==> src/design/preamble_pkg.sv <==
`default_nettype none

package preamble_pkg;

  localparam int DATA_WIDTH = 16;
  localparam int MAX_LEN    = 256;

  // one component of x[n] * conj(x[n-LEN]) or of i*i + q*q.
  localparam int PROD_WIDTH = 2 * DATA_WIDTH + 1;

  localparam int ACC_WIDTH  = PROD_WIDTH + $clog2(MAX_LEN);
  localparam int MAG_WIDTH  = ACC_WIDTH + 1;  // headroom for max + min/2.

  typedef logic signed [DATA_WIDTH-1:0] sample_t;

  typedef struct packed {
    sample_t i;
    sample_t q;
  } iq_t;

  typedef logic signed [ACC_WIDTH-1:0] acc_t;

  typedef struct packed {
    acc_t i;
    acc_t q;
  } cacc_t;

  typedef logic [MAG_WIDTH-1:0] mag_t;

  // fraction of the power magnitude that the correlation magnitude must exceed.
  typedef enum logic [1:0] {
    THR_1_4 = 2'b00,
    THR_3_8 = 2'b01,
    THR_1_2 = 2'b10,
    THR_5_8 = 2'b11
  } thres_e;

endpackage

`default_nettype wire

==> src/design/iq_stream_if.sv <==
`default_nettype none


interface acc_stream_if
  import preamble_pkg::*;
();

  logic  valid;
  logic  ready;
  logic  last;
  cacc_t acorr;  // windowed autocorrelation.
  acc_t  pow;    // windowed signal power.

  modport source (output valid, output last, output acorr, output pow, input ready);
  modport sink   (input valid, input last, input acorr, input pow, output ready);

endinterface

`default_nettype wire

==> src/design/peak_detector.sv <==
`default_nettype none

module peak_detector
  import preamble_pkg::*;
#(
  parameter int          NRX_TRIG  = 4,
  parameter thres_e      THRES_SEL = THR_1_2,
  parameter int unsigned NOISE_POW = 200
) (
  input  logic         clk,
  input  logic         i_rst,
  input  logic         i_clear,

  acc_stream_if.sink   in,

  output logic         o_valid,
  output logic         o_last,
  output logic         o_peak,
  output mag_t         o_acorr_mag,
  output mag_t         o_pow_mag,
  input  logic         i_ready
);

  localparam int   CNT_W     = $clog2(NRX_TRIG + 1);
  localparam mag_t NOISE_MAG = mag_t'(NOISE_POW);

  logic signed [MAG_WIDTH-1:0] si;
  logic signed [MAG_WIDTH-1:0] sq;
  mag_t                        ai;
  mag_t                        aq;
  mag_t                        acorr_mag;
  mag_t                        pow_mag;
  mag_t                        thresh;
  logic                        trig;
  logic                        hit;
  logic                        fire;
  logic [CNT_W-1:0]            run_cnt;

  always_comb begin
    si        = MAG_WIDTH'(in.acorr.i);
    sq        = MAG_WIDTH'(in.acorr.q);
    ai        = si[MAG_WIDTH-1] ? mag_t'(-si) : mag_t'(si);
    aq        = sq[MAG_WIDTH-1] ? mag_t'(-sq) : mag_t'(sq);
    acorr_mag = (ai > aq) ? ai + (aq >> 1) : aq + (ai >> 1);  // max plus half of min.
    pow_mag   = mag_t'(in.pow);
  end

  always_comb begin
    case (THRES_SEL)
      THR_1_4: thresh = pow_mag >> 2;
      THR_3_8: thresh = (pow_mag >> 2) + (pow_mag >> 3);
      THR_1_2: thresh = pow_mag >> 1;
      default: thresh = (pow_mag >> 1) + (pow_mag >> 3);
    endcase
  end

  assign trig     = (acorr_mag > thresh) && (pow_mag > NOISE_MAG) && (acorr_mag > NOISE_MAG);
  assign hit      = trig && (run_cnt == CNT_W'(NRX_TRIG - 1));
  assign in.ready = !o_valid || i_ready;
  assign fire     = in.valid && in.ready;

  always_ff @(posedge clk) begin
    if (i_rst || i_clear) begin
      o_valid <= 1'b0;
      o_peak  <= 1'b0;
      run_cnt <= '0;
    end else if (fire) begin
      o_valid <= 1'b1;
      o_peak  <= hit;
      if (!trig) begin
        run_cnt <= '0;
      end else if (run_cnt != CNT_W'(NRX_TRIG)) begin
        run_cnt <= run_cnt + 1'b1;  // stops at NRX_TRIG so a long run strobes once.
      end
    end else if (i_ready) begin
      o_valid <= 1'b0;
      o_peak  <= 1'b0;
    end
  end

  always_ff @(posedge clk) begin
    if (fire) begin
      o_last      <= in.last;
      o_acorr_mag <= acorr_mag;
      o_pow_mag   <= pow_mag;
    end
  end

  // a strobe marks the sample that completed a full run.
  a_peak_valid : assert property (
    @(posedge clk) disable iff (i_rst)
    o_peak |-> o_valid && (run_cnt == CNT_W'(NRX_TRIG))
  );

endmodule

`default_nettype wire

==> src/flat_wrapper.sv <==
// flat-port wrapper written by rule: the top's interface ports become plain ports
module peak_detector_flat import preamble_pkg::*;
#(
  parameter int          NRX_TRIG  = 4,
  parameter thres_e      THRES_SEL = THR_1_2,
  parameter int unsigned NOISE_POW = 200
)
  (clk, i_rst, i_clear, o_valid, o_last, o_peak, o_acorr_mag, o_pow_mag, i_ready, in_valid, in_last, in_acorr, in_pow, in_ready);
  acc_stream_if in_i ();
  input  logic clk;
  input  logic i_rst;
  input  logic i_clear;
  output logic o_valid;
  output logic o_last;
  output logic o_peak;
  output mag_t o_acorr_mag;
  output mag_t o_pow_mag;
  input  logic i_ready;
  input wire logic [$bits(in_i.valid)-1:0] in_valid;
  input wire logic [$bits(in_i.last)-1:0] in_last;
  input wire logic [$bits(in_i.acorr)-1:0] in_acorr;
  input wire logic [$bits(in_i.pow)-1:0] in_pow;
  output wire logic [$bits(in_i.ready)-1:0] in_ready;
  assign in_i.valid = in_valid;
  assign in_i.last = in_last;
  assign in_i.acorr = in_acorr;
  assign in_i.pow = in_pow;
  assign in_ready = in_i.ready;
  peak_detector #(.NRX_TRIG(NRX_TRIG), .THRES_SEL(THRES_SEL), .NOISE_POW(NOISE_POW)) u_core (.clk(clk), .i_rst(i_rst), .i_clear(i_clear), .in(in_i), .o_valid(o_valid), .o_last(o_last), .o_peak(o_peak), .o_acorr_mag(o_acorr_mag), .o_pow_mag(o_pow_mag), .i_ready(i_ready));
endmodule
==> config.mk <==
export PLATFORM = sky130hd
export DESIGN_NAME = peak_detector_flat
export DESIGN_NICKNAME = d
export VERILOG_FILES = /design/src/design/preamble_pkg.sv /design/src/design/iq_stream_if.sv /design/src/design/peak_detector.sv /design/src/flat_wrapper.sv
export SDC_FILE = /design/constraint.sdc
export NUM_CORES = 1
export LEC_CHECK = 0
export BUFFER_PORTS_ARGS = -buffer_cell sky130_fd_sc_hd__buf_2
export CORE_MARGIN = 2
export CORE_UTILIZATION = 59
export CTS_CLUSTER_DIAMETER = 100
export DETAILED_ROUTE_END_ITERATION = 8
export GPL_TIMING_DRIVEN = 1
export HOLD_SLACK_MARGIN = 0.02
export PLACE_DENSITY_LB_ADDON = 0.15
export SLEW_MARGIN = 10
export SYNTH_ARGS = -nofsm -noshare
export SYNTH_HDL_FRONTEND = slang
export SYNTH_SLANG_ARGS = --single-unit
export TNS_END_PERCENT = 1
==> constraint.sdc <==
create_clock -name clk -period 8.6 [get_ports clk]
set_input_delay 0.86 -clock clk [delete_from_list [all_inputs] [get_ports clk]]
set_output_delay 0.86 -clock clk [all_outputs]
set_load 0.05 [all_outputs]
==> results.toml <==
[place]
dpl.hpwl_mm = 30.7
dp.cells = 1950
placed_area_sq_mm = 0.0137
port_buffers = 216
finalWeightedCongestion = 1.01

[global_routing]
grt-ovfl-total = 0
grt_max_degree = 78
gr-usage-all-layers_pct = 32.4
grt_pass1_vias = 11300
antenna_found_initial = 0
grt_pass1_wl_mm = 57.5

[yosys]
synth.area.top_cells = "edfxtp_1 (21%), ha_1 (16%), xnor2_1 (8.5%), a21oi_1 (4.3%), inv_1 (3.6%)"
seq_area_frac_synth_pct = 21.4
synth_flop_cell = "edfxtp_1"
syn-cell-area_sq_mm = 0.0123
async_flop_share_pct = 0
synth.distinct_cells = 97
netlist_instances = 1486
ys_warn_count = 0
ys_seq_elements = 89
synth_edf_count = 84
synth_top_cell_by_area = "edfxtp_1"
syn_area_per_cell_sq_um = 8.26
synth.top_cell.area_share_pct = 20.5

[run_status]
status = "completed"

[setup_path]
crit_path_start_kind = "input pin"
rr_worst_depth = 4
critPathMaxFanout = 25
worstSetupPathType = "in -> reg"
arrival_ps = 8170
end_kind = "flip-flop"
slowest_delay_ps = 570
cp_slowest_cell = "mux2i_1"
cp.required_ps = 8830

[timing]
drv_slew = 0
setup_tns_ps = 0
setup_viol = 0
period_share_pct = 92.4
slew_headroom_pct = 27.7
timing.fmax_mhz = 126
skew_ps = 4.82
fin_crit_ps = 7950
hold_viol = 0
rsz0062_at_grt = "false"
worstMarginPinSlew_ps = 1080

[die]
core_area_sq_mm = 0.0203
die_area_sq_mm = 0.0220
die_y_um = 148
die_w_um = 148
start_util_pct = 60.5
io_pins = 217
rows = 52

[clocking]
cts_made_buffers = 9
cts_htree_levels = 3
insertion_delay_ps = 330
cts_setup_buffers = 0
clock_path_buffers = 2
cts_hold_buf = 0
path_clk_slew_ps = 60
ctsResizeCount = 0
cts_tree = "done"
cts_root_buffer = "clkbuf_16"
clock_sinks = 89

[cells_and_area]
utilization_pct = 68.9
final_common_cell = "buf_2"
stdcell_count = 1966
area_delta_synth_final_pct = 13.9
n_antenna_cell = 0
layout_common_cells = "buf_2 (216), ha_1 (160), xnor2_1 (119)"
final_layout_size_suffix_gt1_share_pct = 17.5
final_nets = 1982
design_area_sq_mm = 0.0140

[detailed_routing]
vias = 12300
dr.pass1.iters = 6
drt_iter0_drc = 1139
wirelength_mm = 36.3
via_per_inst = 6.26
wire_per_inst_um = 18.4
ant_nets = 0
drc = 0

[pwr]
peakVddDrop_uv = 102
power.density_mw_per_mm2 = 199
p_leak_nw = 6.20

[worst_hold_path]
min_path_cells = 2
hold_path_class = "reg -> reg"

[flow_run]
cap_violations = 0
[critical path, delay by kind of cell]
kind	cells	cell delay, ps
simple gates	9	2120
buf+inv	2	490
compound gates	14	3100
xor+xnor	1	250
fa+ha+maj	2	760
mux	1	570
[where the power goes]
group          leakage [nW]  internal (mW)  total [mW]  switching [mW]
Sequential            0.859          0.568       0.585          0.0177
Combinational          5.19          0.635        1.80            1.17
Clock                 0.150          0.236       0.398           0.162
Total                  6.20           1.44        2.79            1.35
[cell usage after synthesis, drive strengths merged, types with 14 or more instances]
master,number
or3,25
a21oi,107
a211oi,15
nand4,31
o31ai,33
nor2b,14
xnor2,120
inv,118
nor3,35
o41ai,19
ha,160
edfxtp,84
o21ai,86
nor4,24
nand3,30
nand2b,18
nand2,106
a21o,52
clkbuf,25
o21a,19
xor2,30
and3,19
buf,14
nor2,101
[logic make-up (layout without fill, tap and decap cells)]
family	after synthesis	in the layout	share of synthesized area (%)
buffers and inverters	157	365	4.98
DFF	89	89	21.4
and+or+nand+nor	463	463	19.7
xor gates and xnor gates	150	150	10.8
other	2	4	0.0612
AOI/OAI and AO/OA	442	442	24.8
muxes	12	12	1.02
adders and majority gates	171	171	17.4
[path summary, 6_finish.rpt]
kind | from | endpoint | slack [ps]
worst max-delay path | in_acorr[58] | u_core.o_peak$_SDFFE_PP0P_ | 650
worst min-delay path | u_core.o_peak$_SDFFE_PP0P_ | u_core.o_peak$_SDFFE_PP0P_ | 500
worst max register to register | u_core.o_valid$_SDFFE_PP0P_ | u_core.o_pow_mag[4]$_DFFE_PP_ | 6610
worst min register to register | u_core.o_peak$_SDFFE_PP0P_ | u_core.o_peak$_SDFFE_PP0P_ | 500
[cell type report]
type,count,area [sq um]
Clock buffer,10,239
Clock inverter,6,72.6
Fill cell,1760,6320
Inverter,118,444
Multi-Input combinational cell,1242,9070
Sequential cell,89,2620
Tap cell,270,338
Timing Repair Buffer,231,1190
[stage by stage]
| step | hold WS (ps) | total power, mW | setup slack (ps) |
|---|---|---|---|
| 2_1_floorplan | 456 | 1.91 | 760 |
| 3_3_place_gp | 476 | 2.32 | 431 |
| 3_5_place_dp | 483 | 2.35 | 190 |
| 4_1_cts | 495 | 2.75 | 534 |
| 5_1_grt | 533 | 2.98 | 29.9 |
| 6_report | 498 | 2.79 | 654 |
[registers in the layout, summed over array words and instances, names as in the netlist]
name / cells
u_core.o_acorr_mag: 42
u_core.o_pow_mag: 41
u_core.o_peak: 1
u_core.o_valid: 1
u_core.run_cnt: 3
u_core.o_last: 1
[per-layer routing]
metal	vias up	GRT usage, %	part of all wire, %	wire [um]
li1	5987	-	-	-
met2	595	51.0	42	15400
met3	59	2.94	7.8	2830
met4	0	8.05	2.3	822
met5	-	0	0	0
met1	5666	48.0	47	17200
(Power assumes the default switching activity.)
