===== src/design/preamble_pkg.sv =====
`default_nettype none

package preamble_pkg;

  localparam int DATA_WIDTH = 16;
  localparam int MAX_LEN    = 256;

  // one component of x[n] * conj(x[n-LEN]) or of i*i + q*q.
  localparam int PROD_WIDTH = 2 * DATA_WIDTH + 1;

  localparam int ACC_WIDTH  = PROD_WIDTH + $clog2(MAX_LEN);
  localparam int MAG_WIDTH  = ACC_WIDTH + 1;  // headroom for max + min/2.

  typedef logic signed [DATA_WIDTH-1:0] sample_t;

  typedef struct packed {
    sample_t i;
    sample_t q;
  } iq_t;

  typedef logic signed [ACC_WIDTH-1:0] acc_t;

  typedef struct packed {
    acc_t i;
    acc_t q;
  } cacc_t;

  typedef logic [MAG_WIDTH-1:0] mag_t;

  // fraction of the power magnitude that the correlation magnitude must exceed.
  typedef enum logic [1:0] {
    THR_1_4 = 2'b00,
    THR_3_8 = 2'b01,
    THR_1_2 = 2'b10,
    THR_5_8 = 2'b11
  } thres_e;

endpackage

`default_nettype wire


===== src/design/iq_stream_if.sv =====
`default_nettype none

interface iq_stream_if
  import preamble_pkg::*;
();

  logic valid;
  logic ready;
  logic last;
  iq_t  cur;  // newest sample.
  iq_t  dly;  // sample LEN positions earlier.

  modport source (output valid, output last, output cur, output dly, input ready);
  modport sink   (input valid, input last, input cur, input dly, output ready);

endinterface


`default_nettype wire


===== src/design/iq_delay_line.sv =====
`default_nettype none

module iq_delay_line
  import preamble_pkg::*;
#(
  parameter int LEN = 16
) (
  input  logic        clk,
  input  logic        i_rst,
  input  logic        i_clear,

  input  logic        i_valid,
  input  logic        i_last,
  input  iq_t         i_sample,
  output logic        o_ready,

  iq_stream_if.source out
);

  localparam int PTR_W = (LEN > 1) ? $clog2(LEN) : 1;

  iq_t              ring [LEN];
  logic [PTR_W-1:0] wr_ptr;
  logic             primed;
  logic             run_en;
  logic             accept;
  logic             wrap;

  // the output register can take a sample when it is empty or being drained.
  assign o_ready = run_en && !i_clear && (!out.valid || out.ready);
  assign accept  = i_valid && o_ready;
  assign wrap    = (wr_ptr == PTR_W'(LEN - 1));

  always_ff @(posedge clk) begin
    run_en <= !i_rst;  // holds the input off while reset is asserted.
  end

  always_ff @(posedge clk) begin
    if (i_rst || i_clear) begin
      wr_ptr    <= '0;
      primed    <= 1'b0;
      out.valid <= 1'b0;
    end else begin
      if (accept) begin
        wr_ptr    <= wrap ? '0 : wr_ptr + 1'b1;
        out.valid <= 1'b1;
        if (wrap) begin
          primed <= 1'b1;  // from now on the ring holds real history.
        end
      end else if (out.ready) begin
        out.valid <= 1'b0;
      end
    end
  end

  // The slot about to be overwritten holds the sample from LEN inputs ago.
  always_ff @(posedge clk) begin
    if (accept) begin
      ring[wr_ptr] <= i_sample;
      out.cur      <= i_sample;
      out.dly      <= primed ? ring[wr_ptr] : '0;
      out.last     <= i_last;
    end
  end

  a_ptr_in_range : assert property (
    @(posedge clk) disable iff (i_rst)
    wr_ptr <= PTR_W'(LEN - 1)
  );

endmodule

`default_nettype wire


===== src/flat_wrapper.sv =====
// flat-port wrapper written by rule: the top's interface ports become plain ports
module iq_delay_line_flat import preamble_pkg::*;
#(
  parameter int LEN = 16
)
  (clk, i_rst, i_clear, i_valid, i_last, i_sample, o_ready, out_valid, out_last, out_cur, out_dly, out_ready);
  iq_stream_if out_i ();
  input  logic clk;
  input  logic i_rst;
  input  logic i_clear;
  input  logic i_valid;
  input  logic i_last;
  input  iq_t i_sample;
  output logic o_ready;
  output wire logic [$bits(out_i.valid)-1:0] out_valid;
  output wire logic [$bits(out_i.last)-1:0] out_last;
  output wire logic [$bits(out_i.cur)-1:0] out_cur;
  output wire logic [$bits(out_i.dly)-1:0] out_dly;
  input wire logic [$bits(out_i.ready)-1:0] out_ready;
  assign out_valid = out_i.valid;
  assign out_last = out_i.last;
  assign out_cur = out_i.cur;
  assign out_dly = out_i.dly;
  assign out_i.ready = out_ready;
  iq_delay_line #(.LEN(LEN)) u_core (.clk(clk), .i_rst(i_rst), .i_clear(i_clear), .i_valid(i_valid), .i_last(i_last), .i_sample(i_sample), .o_ready(o_ready), .out(out_i));
endmodule

===== config.mk =====
export PLATFORM = sky130hd
export DESIGN_NAME = iq_delay_line_flat
export DESIGN_NICKNAME = d
export VERILOG_FILES = /design/src/design/preamble_pkg.sv /design/src/design/iq_stream_if.sv /design/src/design/iq_delay_line.sv /design/src/flat_wrapper.sv
export SDC_FILE = /design/constraint.sdc
export NUM_CORES = 1
export LEC_CHECK = 0
export BUFFER_PORTS_ARGS = -buffer_cell sky130_fd_sc_hd__buf_4
export CAP_MARGIN = 30
export CORE_MARGIN = 3
export CORE_UTILIZATION = 45
export CTS_CLUSTER_SIZE = 8
export DETAILED_ROUTE_END_ITERATION = 8
export PLACE_DENSITY = 0.63
export SYNTH_ARGS = -nofsm -noshare
export SYNTH_HDL_FRONTEND = slang
export SYNTH_SLANG_ARGS = --single-unit

===== constraint.sdc =====
create_clock -name clk -period 5.1 [get_ports clk]
set_input_delay 1.02 -clock clk [delete_from_list [all_inputs] [get_ports clk]]
set_output_delay 1.02 -clock clk [all_outputs]
set_load 0.05 [all_outputs]

==> results of run 1 <==
-- power by group through the flow --
stage	combinational [mW]	clock [mW]	sequential, mW
final	0.238	4.68	5.32
after CTS	0.243	4.79	5.32
after floorplan	0.0550	0	5.47
after detailed placement	0.242	0	5.41
after global routing	0.258	5.01	5.32
after global placement	0.235	0	5.41
-- worst max-delay path, delay by kind of cell --
kind	cells	cell delay (ns)
AND/OR/NAND/NOR	3	1.53
buffers and inverters	2	0.73
-- state kept, by name, indices dropped and copies added, names as in the netlist --
signal and flops:
u_core.out.valid 1, u_core.wr_ptr 4, u_core.ring 512, u_core.primed 1, u_core.out.cur 32, u_core.out.last 1, u_core.out.dly 32, u_core.run_en 1
-- cell families after synthesis --
logic type / count (synthesis)
adders and majority gates: 5
DFF: 584
and+or+nand+nor: 73
AOI/OAI and AO/OA: 134
muxes: 192
buffers and inverters: 65
xor gates and xnor gates: 1
-- area by class of cell --
type	count	area (um^2)
fill	3618	22210
inverter	5	21.27
clock inverter	2	17.52
timing repair buffer	128	1159
tap	615	769.5
clock buffer	93	2157
multi-input combinational	405	4140
sequential	584	17470
-- worst paths after layout --
check                                      start  slack, ns                   to  cells after the start
worst max-delay path                     i_clear       1.98  u_core.ring[11][31]                      5
worst min-delay path               u_core.primed       0.54        u_core.primed                      1
worst max register to register  u_core.wr_ptr[0]       2.18   u_core.out.dly[20]                      4
worst min register to register     u_core.primed       0.54        u_core.primed                      1
-- cells in the mapped netlist --
| master | count | area, um^2 |
|---|---|---|
| sky130_fd_sc_hd__o21ai_0 | 2 | 10.01 |
| sky130_fd_sc_hd__a21oi_1 | 4 | 20.02 |
| sky130_fd_sc_hd__nand2b_1 | 2 | 12.51 |
| sky130_fd_sc_hd__buf_2 | 27 | 135.1 |
| sky130_fd_sc_hd__nor2_1 | 4 | 15.01 |
| sky130_fd_sc_hd__a31oi_1 | 1 | 6.260 |
| sky130_fd_sc_hd__nand3_1 | 3 | 15.01 |
| sky130_fd_sc_hd__dfxtp_1 | 7 | 140.1 |
| sky130_fd_sc_hd__a22oi_1 | 96 | 720.7 |
| sky130_fd_sc_hd__xor2_1 | 1 | 8.760 |
| sky130_fd_sc_hd__and3_1 | 9 | 56.30 |
| sky130_fd_sc_hd__mux4_2 | 64 | 1441 |
| sky130_fd_sc_hd__buf_6 | 1 | 11.26 |
| sky130_fd_sc_hd__nor2b_1 | 3 | 18.77 |
| sky130_fd_sc_hd__buf_4 | 7 | 52.55 |
| sky130_fd_sc_hd__nor3_1 | 3 | 15.01 |
| sky130_fd_sc_hd__nor4b_1 | 4 | 35.03 |
| sky130_fd_sc_hd__buf_12 | 2 | 40.04 |
| sky130_fd_sc_hd__o21ai_1 | 30 | 150.1 |
| sky130_fd_sc_hd__nand2_1 | 36 | 135.1 |
| sky130_fd_sc_hd__inv_1 | 5 | 18.77 |
| sky130_fd_sc_hd__mux2i_1 | 128 | 1281 |
| sky130_fd_sc_hd__and2_1 | 6 | 37.54 |
| sky130_fd_sc_hd__edfxtp_1 | 577 | 17330 |
| sky130_fd_sc_hd__clkbuf_1 | 22 | 82.58 |
| sky130_fd_sc_hd__and2b_1 | 1 | 7.510 |
| sky130_fd_sc_hd__ha_1 | 5 | 62.56 |
| sky130_fd_sc_hd__nand4_1 | 1 | 6.260 |
| sky130_fd_sc_hd__or2_2 | 1 | 6.260 |
| sky130_fd_sc_hd__buf_8 | 1 | 15.01 |
| sky130_fd_sc_hd__o21ba_2 | 1 | 10.01 |
-- metal layers --
metal | part of all wire | vias up | track usage
met5 | 0 | - | 0
met4 | 0.017 | 0 | 0.05419
met3 | 0.058 | 61 | 0.03340
met2 | 0.49 | 288 | 0.2796
met1 | 0.43 | 5391 | 0.2336
li1 | - | 4615 | -
-- metrics by stage --
stage               power [mW]  hold slack, ns  instance area, um^2  setup WS [ns]
finish                   10.24          0.5426                25740          1.982
global route             10.59          0.5587                25740          1.765
CTS                      10.36          0.5379                25560          1.921
detailed placement       5.654          0.5266                23390          1.312
global placement         5.647          0.5192                23300          1.383
floorplan                5.528          0.4866                21890        -0.3223
==> run summary, run 1 <==
The all-layer global routing usage is 0.1707, and the worst vdd rail ir drop is 236.2 uV. 105 I/O pins were placed. The number of antenna violations at the first check in global routing is 0. The clock arrives with 0.02501 ns of skew.

The flip-flop and latch count after synthesis works out to 584. For this design, the sink count on the clock tree is 584. After floorplanning, the core was divided into 80 placement rows. The tools report the post-route antenna net violation count as 0. Summed over all nets, the switching power comes to 1.948 mW. The tools report the setup TNS as 0 ns.

The run finished with clean final reports. The number of standard cells in the layout, taps in and fillers out was 1832. The logs give 8.297 mW for the internal power consumption and 11035 for the number of global-route vias before repair. The pre-antenna-repair detailed-routing pass consisted of 5 iterations. The maximum fanout along the worst path came out at 36. Across the run, the number of max-cap violations was 0. In this run, the number of DRC markers left after iteration 0 of detailed routing was 938. The fraction of layout cells with a size suffix above 1 is 0.2498, and the net switching share of the total power is 0.1901.

The netlist uses 31 different library cells. The final layout contains routed wiring with a total length of 42770 um. The final layout contains 1249 nets.

The average instance in the mapped netlist occupies 20.77 um^2. After detailed routing, the average wire length per cell comes to 23.35 um. The final worst-path cycle share is 0.6114, and the gate count of the mapped netlist is 1054.

Final standard cell utilization of the core: 0.5368. The synthesized-area fraction occupied by adder cells came out at 0.002857. At the worst endpoint, the arrival time is 3.32 ns.

For the post-cts sizing count, the log shows 0. For the buffer depth of the longest clock path, the log shows 3. The worst slew margin relative to its limit was 0.3450. For this design the static power due to leakage is 7.998 nW. The tools report the proportion of power drawn by flip-flops and latches as 0.520. The run gives 0.7978 as the sequential element share of the synthesized area. Routability-driven placement congestion ratio: 0.7038. The clock tree root buffer cell is sky130_fd_sc_hd__clkbuf_16. The number of warnings reported in the yosys synthesis log was 0; the data required time at the worst endpoint was 5.30 ns.

The floorplan step set the die width to 226.6 um. The worst setup path is captured at a flop. The tools report the CTS buffer count as 82.

At the pin with the least slew margin, the transition time is 0.9824 ns. Clock-pin slew was measured on the worst setup and hold paths at 0.05 ns. For this design the ratio of total power to cell area is 398.0 mW/mm^2. The number of nets in the synthesized netlist is 1097.

Detailed placement finished with a half-perimeter wire length of 22870 um. Number of buffers inserted by port buffering: 104. In this run the worst hold path is classified as reg -> reg. From bottom edge to top edge, the die measures 226.6 um. The compound-cell area share of the yosys netlist was 0.04189.

The worst setup path is launched from an input pin. The number of remaining DRC errors came out at 0. After synthesis, the largest family of logic cells by area is multiplexers.

In the layout the commonest cells are 577 x sky130_fd_sc_hd__edfxtp_1, 128 x sky130_fd_sc_hd__mux2i_1, 117 x sky130_fd_sc_hd__buf_4, 96 x sky130_fd_sc_hd__a22oi_1, 85 x sky130_fd_sc_hd__clkbuf_16. Mux contribution to synthesized area: 0.1244. The tools report the cts-stage hold buffer count as 0. The library cell used most frequently in the layout, excluding fill and tap cells, is sky130_fd_sc_hd__edfxtp_1. The first global-routing pass estimated 65650 um of wire. Type of the worst setup path: in -> reg. The count of pins over their slew limit came out at 0.

TritonCTS built the clock tree. The final critical-path required period came out at 3.118 ns. The tools report the number of antenna repair diodes as 0. Dividing the detail-routed via count by the number of cells gives 5.652.

The number of failing setup endpoints in the final timing report is 0. The region available for standard cell placement spans 0.04795 mm^2. The clock network fraction of total power was 0.457; the number of setup buffers added after CTS was 0. On the worst path, the slowest cell contributes a delay of 0.90 ns. The logs give 0 for the count of final hold-check violations and 320.7 MHz for the highest clock frequency the design can meet.

Entering global routing, the biggest net connects 97 pins. Global routing finished with a remaining overflow of 0. The floorplan step defined a die boundary enclosing 0.05133 mm^2. The run gives 0.4566 as the initial cell density of the core. Number of vias in the routed layout: 10355. The cell area that synthesis handed to floorplanning was 0.02189 mm^2. Post-synthesis share of cell area spent on and, or, nand and nor gates: 0.01646.

Relative contribution of combinational cells to total power: 0.023. Walking the worst path, the cells encountered are buf_4, nor2b_1, nand3_1, inv_4, and3_2. The number of levels in the clock H-tree was 3; the XOR/XNOR share of the synthesized area was 0.0004000. The clock reaches the later pin of the worst-skew pair after 0.59 ns. Compared with the post-synthesis result, the final layout area differs by 17.56%. The run gives 1730 as the instance count after placement with tap cells included. Slowest stage cell on the critical path: sky130_fd_sc_hd__and3_2.

Setup repair after global routing left no endpoint under its margin.
Power figures use the tool's default switching activity.
==> inputs of run 2 (changes only) <==
--- a/config.mk
+++ b/config.mk
@@ -11,7 +11,7 @@
 export CORE_UTILIZATION = 45
 export CTS_CLUSTER_SIZE = 8
 export DETAILED_ROUTE_END_ITERATION = 8
-export PLACE_DENSITY = 0.63
+export PLACE_DENSITY = 0.6
 export SYNTH_ARGS = -nofsm -noshare
 export SYNTH_HDL_FRONTEND = slang
 export SYNTH_SLANG_ARGS = --single-unit
==> constraint.sdc (replaced) <==
create_clock -name clk -period 3.03 [get_ports clk]
set_input_delay 0.606 -clock clk [delete_from_list [all_inputs] [get_ports clk]]
set_output_delay 0.606 -clock clk [all_outputs]
set_load 0.05 [all_outputs]
==> run 2 against run 1 <==
Against the previous run:
- sequential power is 68% higher
- critical path depth rose by 1
- core utilization increased by 0.62 points
- final cell count rose by 1.4%
- non-clock buffer count increased by 15
- critical path type is now reg -> reg
- critical endpoint is now u_core.ring[12][25]
==> run summary, run 2 (synthesized netlist as in run 1, its figures left out) <==
The all-layer global routing usage was 0.1814. The data required time at the worst endpoint is 3.32 ns. More flip-flops sit in one register than any other, and that register is u_core.ring.

The worst hold path terminates at u_core.run_en. The final net count was 1264; the fraction of layout cells with a size suffix above 1 was 0.2591. The launching point of the worst reg2reg path is u_core.run_en. The relative contribution of combinational cells to total power came out at 0.024. The largest registers in the layout are u_core.ring x512, u_core.out.cur x32, u_core.out.dly x32.

The final standard cell utilization of the core was 0.5430. For this run, design rule violations remaining after detail routing come to 0. The count of pins over their slew limit is 0, and the depth of the worst hold-timing path is 2.

The number of cells on the worst reg-to-reg path is 6. Setup repair after global routing left no endpoint under its margin. The number of failing setup endpoints in the final timing report came out at 0. In this run the count of I/O pins placed on the die edge is 105.

The routed design has 45360 um of wire. Summed over all nets, the half-perimeter wirelength after detailed placement is 24810 um. The top cell types in the final layout, fill and taps aside, are 577 x sky130_fd_sc_hd__edfxtp_1, 128 x sky130_fd_sc_hd__mux2i_1, 120 x sky130_fd_sc_hd__buf_4, 96 x sky130_fd_sc_hd__a22oi_1, 83 x sky130_fd_sc_hd__clkbuf_16.

The routed layout has 10480 vias. Clock tree root buffer cell: sky130_fd_sc_hd__clkbuf_16. The logs give 0.60 ns for the clock network latency to the later pin of the worst-skew pair and 112 for the maximum number of pins on one net before global-route repair.

The number of design-rule violations left by the first detailed-router iteration was 934; the cell leakage power was 8.112 nW. In the final routed layout, each cell accounts on average for 24.41 um. The tightest min-delay check is of the in -> reg type.

The floorplan step defined a core boundary enclosing 0.04795 mm^2. The flow ran to the end, and the final reports show no timing, DRC or antenna violations. Static timing analysis puts the maximum clock frequency at 417.7 MHz. The startpoint identified for the worst hold timing path is i_rst. The H-tree was split into 3 levels.

Internal power consumption: 13.95 mW. In this run the deepest clock path goes through 3 buffers. Using the TritonRoute via totals, the vias-per-cell ratio works out to 5.640. Between clock sinks in the finished design, the worst skew comes to 0.01871 ns.

The signed area change from the synthesized netlist to the final layout is 18.91%. The repair_antennas step left the layout with diodes totalling 0. The total global routing overflow came out at 0.

The register with the most flip-flops in the layout has 512 of them. The final worst-path cycle share was 0.7901; the total power draw was 17.34 mW. The critical path is of the reg -> reg type. The die is 226.6 um tall. The run gives 0.516 as the proportion of power drawn by flip-flops and latches.

The actual slew at the worst max-slew pin is 0.8736 ns. For this design, the sink count on the clock tree is 584. The first global-routing pass estimated 68510 um of wire. TritonCTS built the clock tree. Maximum fanout along the worst path: 13. The tools report the power dissipated by switching net loads as 3.387 mW. Clock-pin slew was measured on the worst setup and hold paths at 0.05 ns.

The initial cell density of the core was 0.4566; the worst slack at placement was 0.2238 ns. The count of final hold-check violations was 0; the routability-driven placement congestion ratio was 0.7093. The die footprint was 0.05133 mm^2. Post-CTS repair changed the size of 0 cells. Subtracting the final worst setup slack from the clock period gives 2.394 ns. Setup slack on the worst reg-to-reg path comes out at 0.64 ns. The post-route worst hold slack was 0.1613 ns; the number of global-route vias before repair was 10854. The worst vdd rail ir drop came out at 407.2 uV. The worst reg2reg path endpoint is u_core.ring[12][25]. For the worst setup path, the data arrival time is 2.68 ns.

The die is 226.6 um wide. The worst path meets setup with 0.6359 ns of slack. Counting the buffers created by CTS gives 82. The tools report the number of max-cap violations as 0.

The net switching share of the total power was 0.1953. The worst slew margin relative to its limit came out at 0.4176. The number of setup buffers added after CTS was 0.

Buffers inserted to repair hold after CTS numbered 0. During placement, the flow inserted port buffers numbering 104. The number of antenna violations at the first check in global routing is 0, and the clock network fraction of total power is 0.459. Most common cell after layout, fill and taps aside: sky130_fd_sc_hd__edfxtp_1. For the number of placement rows, the log shows 80. Fill cells in the final layout number 3595. The post-route antenna net violation count was 0; the first-pass iteration count of the detailed router was 7. The worst setup path is launched from a flop. For this design the ratio of total power to cell area is 666.0 mW/mm^2. The tools report the endpoint class of the critical path as a flop.
-- run 2: cell count changes in the layout (fill, tap and decap cells not counted), sizes merged --
| cell | change |
|---|---|
| clkinv | +2 |
| clkinvlp | +1 |
| clkbuf | +8 |
| buf | +15 |
-- run 2: how the worst max path moves through the flow --
stage / startpoint / cells after the start / to
floorplan: i_clear / 4 / u_core.ring[0][0]
global placement: i_clear / 5 / u_core.ring[11][10]
detailed placement: i_clear / 7 / u_core.ring[14][20]
CTS: u_core.run_en / 6 / u_core.ring[14][24]
global route: u_core.run_en / 6 / u_core.ring[14][24]
finish: u_core.run_en / 6 / u_core.ring[12][25]
-- run 2: area by class of cell --
cell class | instances | area [um^2] | share of cell area
Multi-Input combinational cell | 405 | 4184 | 0.1607
Clock buffer | 101 | 2145 | 0.08238
Sequential cell | 584 | 17470 | 0.6712
Tap cell | 615 | 769.5 | 0.02956
Timing Repair Buffer | 143 | 1369 | 0.05258
Clock inverter | 5 | 70.07 | 0.002691
Inverter | 5 | 22.52 | 0.0008651
-- run 2: power by group through the flow --
stage / clock [mW] / combinational (mW) / sequential [mW]
global placement: 0 / 0.419 / 9.10
detailed placement: 0 / 0.427 / 9.10
CTS: 8.18 / 0.427 / 8.95
global route: 8.52 / 0.454 / 8.94
finish: 7.96 / 0.420 / 8.95
floorplan: 0 / 0.0939 / 9.21
-- run 2: through the flow --
| stage | instance area, um^2 | instances | setup TNS (ns) |
|---|---|---|---|
| global route | 26030 | 1858 | 0 |
| floorplan | 21930 | 1054 | -69.57 |
| global placement | 23710 | 1747 | 0 |
| CTS | 26030 | 1858 | 0 |
| finish | 26030 | 1858 | 0 |
| detailed placement | 23820 | 1752 | 0 |
-- run 2: per-layer routing --
metal | global-route usage | routed length (um) | vias up
met5 | 0 | 0 | -
met2 | 0.2745 | 21110 | 295
li1 | - | - | 4652
met1 | 0.2685 | 20970 | 5486
met3 | 0.03832 | 2639 | 47
met4 | 0.05398 | 638 | 0
-- run 2: worst max-delay path: stages, from the launching register on --
cell and delay, ns:
sky130_fd_sc_hd__dfxtp_1 0.29, sky130_fd_sc_hd__nor2b_1 0.18, sky130_fd_sc_hd__nand3_1 0.39, sky130_fd_sc_hd__buf_4 0.34, sky130_fd_sc_hd__nor2_1 0.23, sky130_fd_sc_hd__and2_2 0.41
sky130_fd_sc_hd__buf_12 0.22
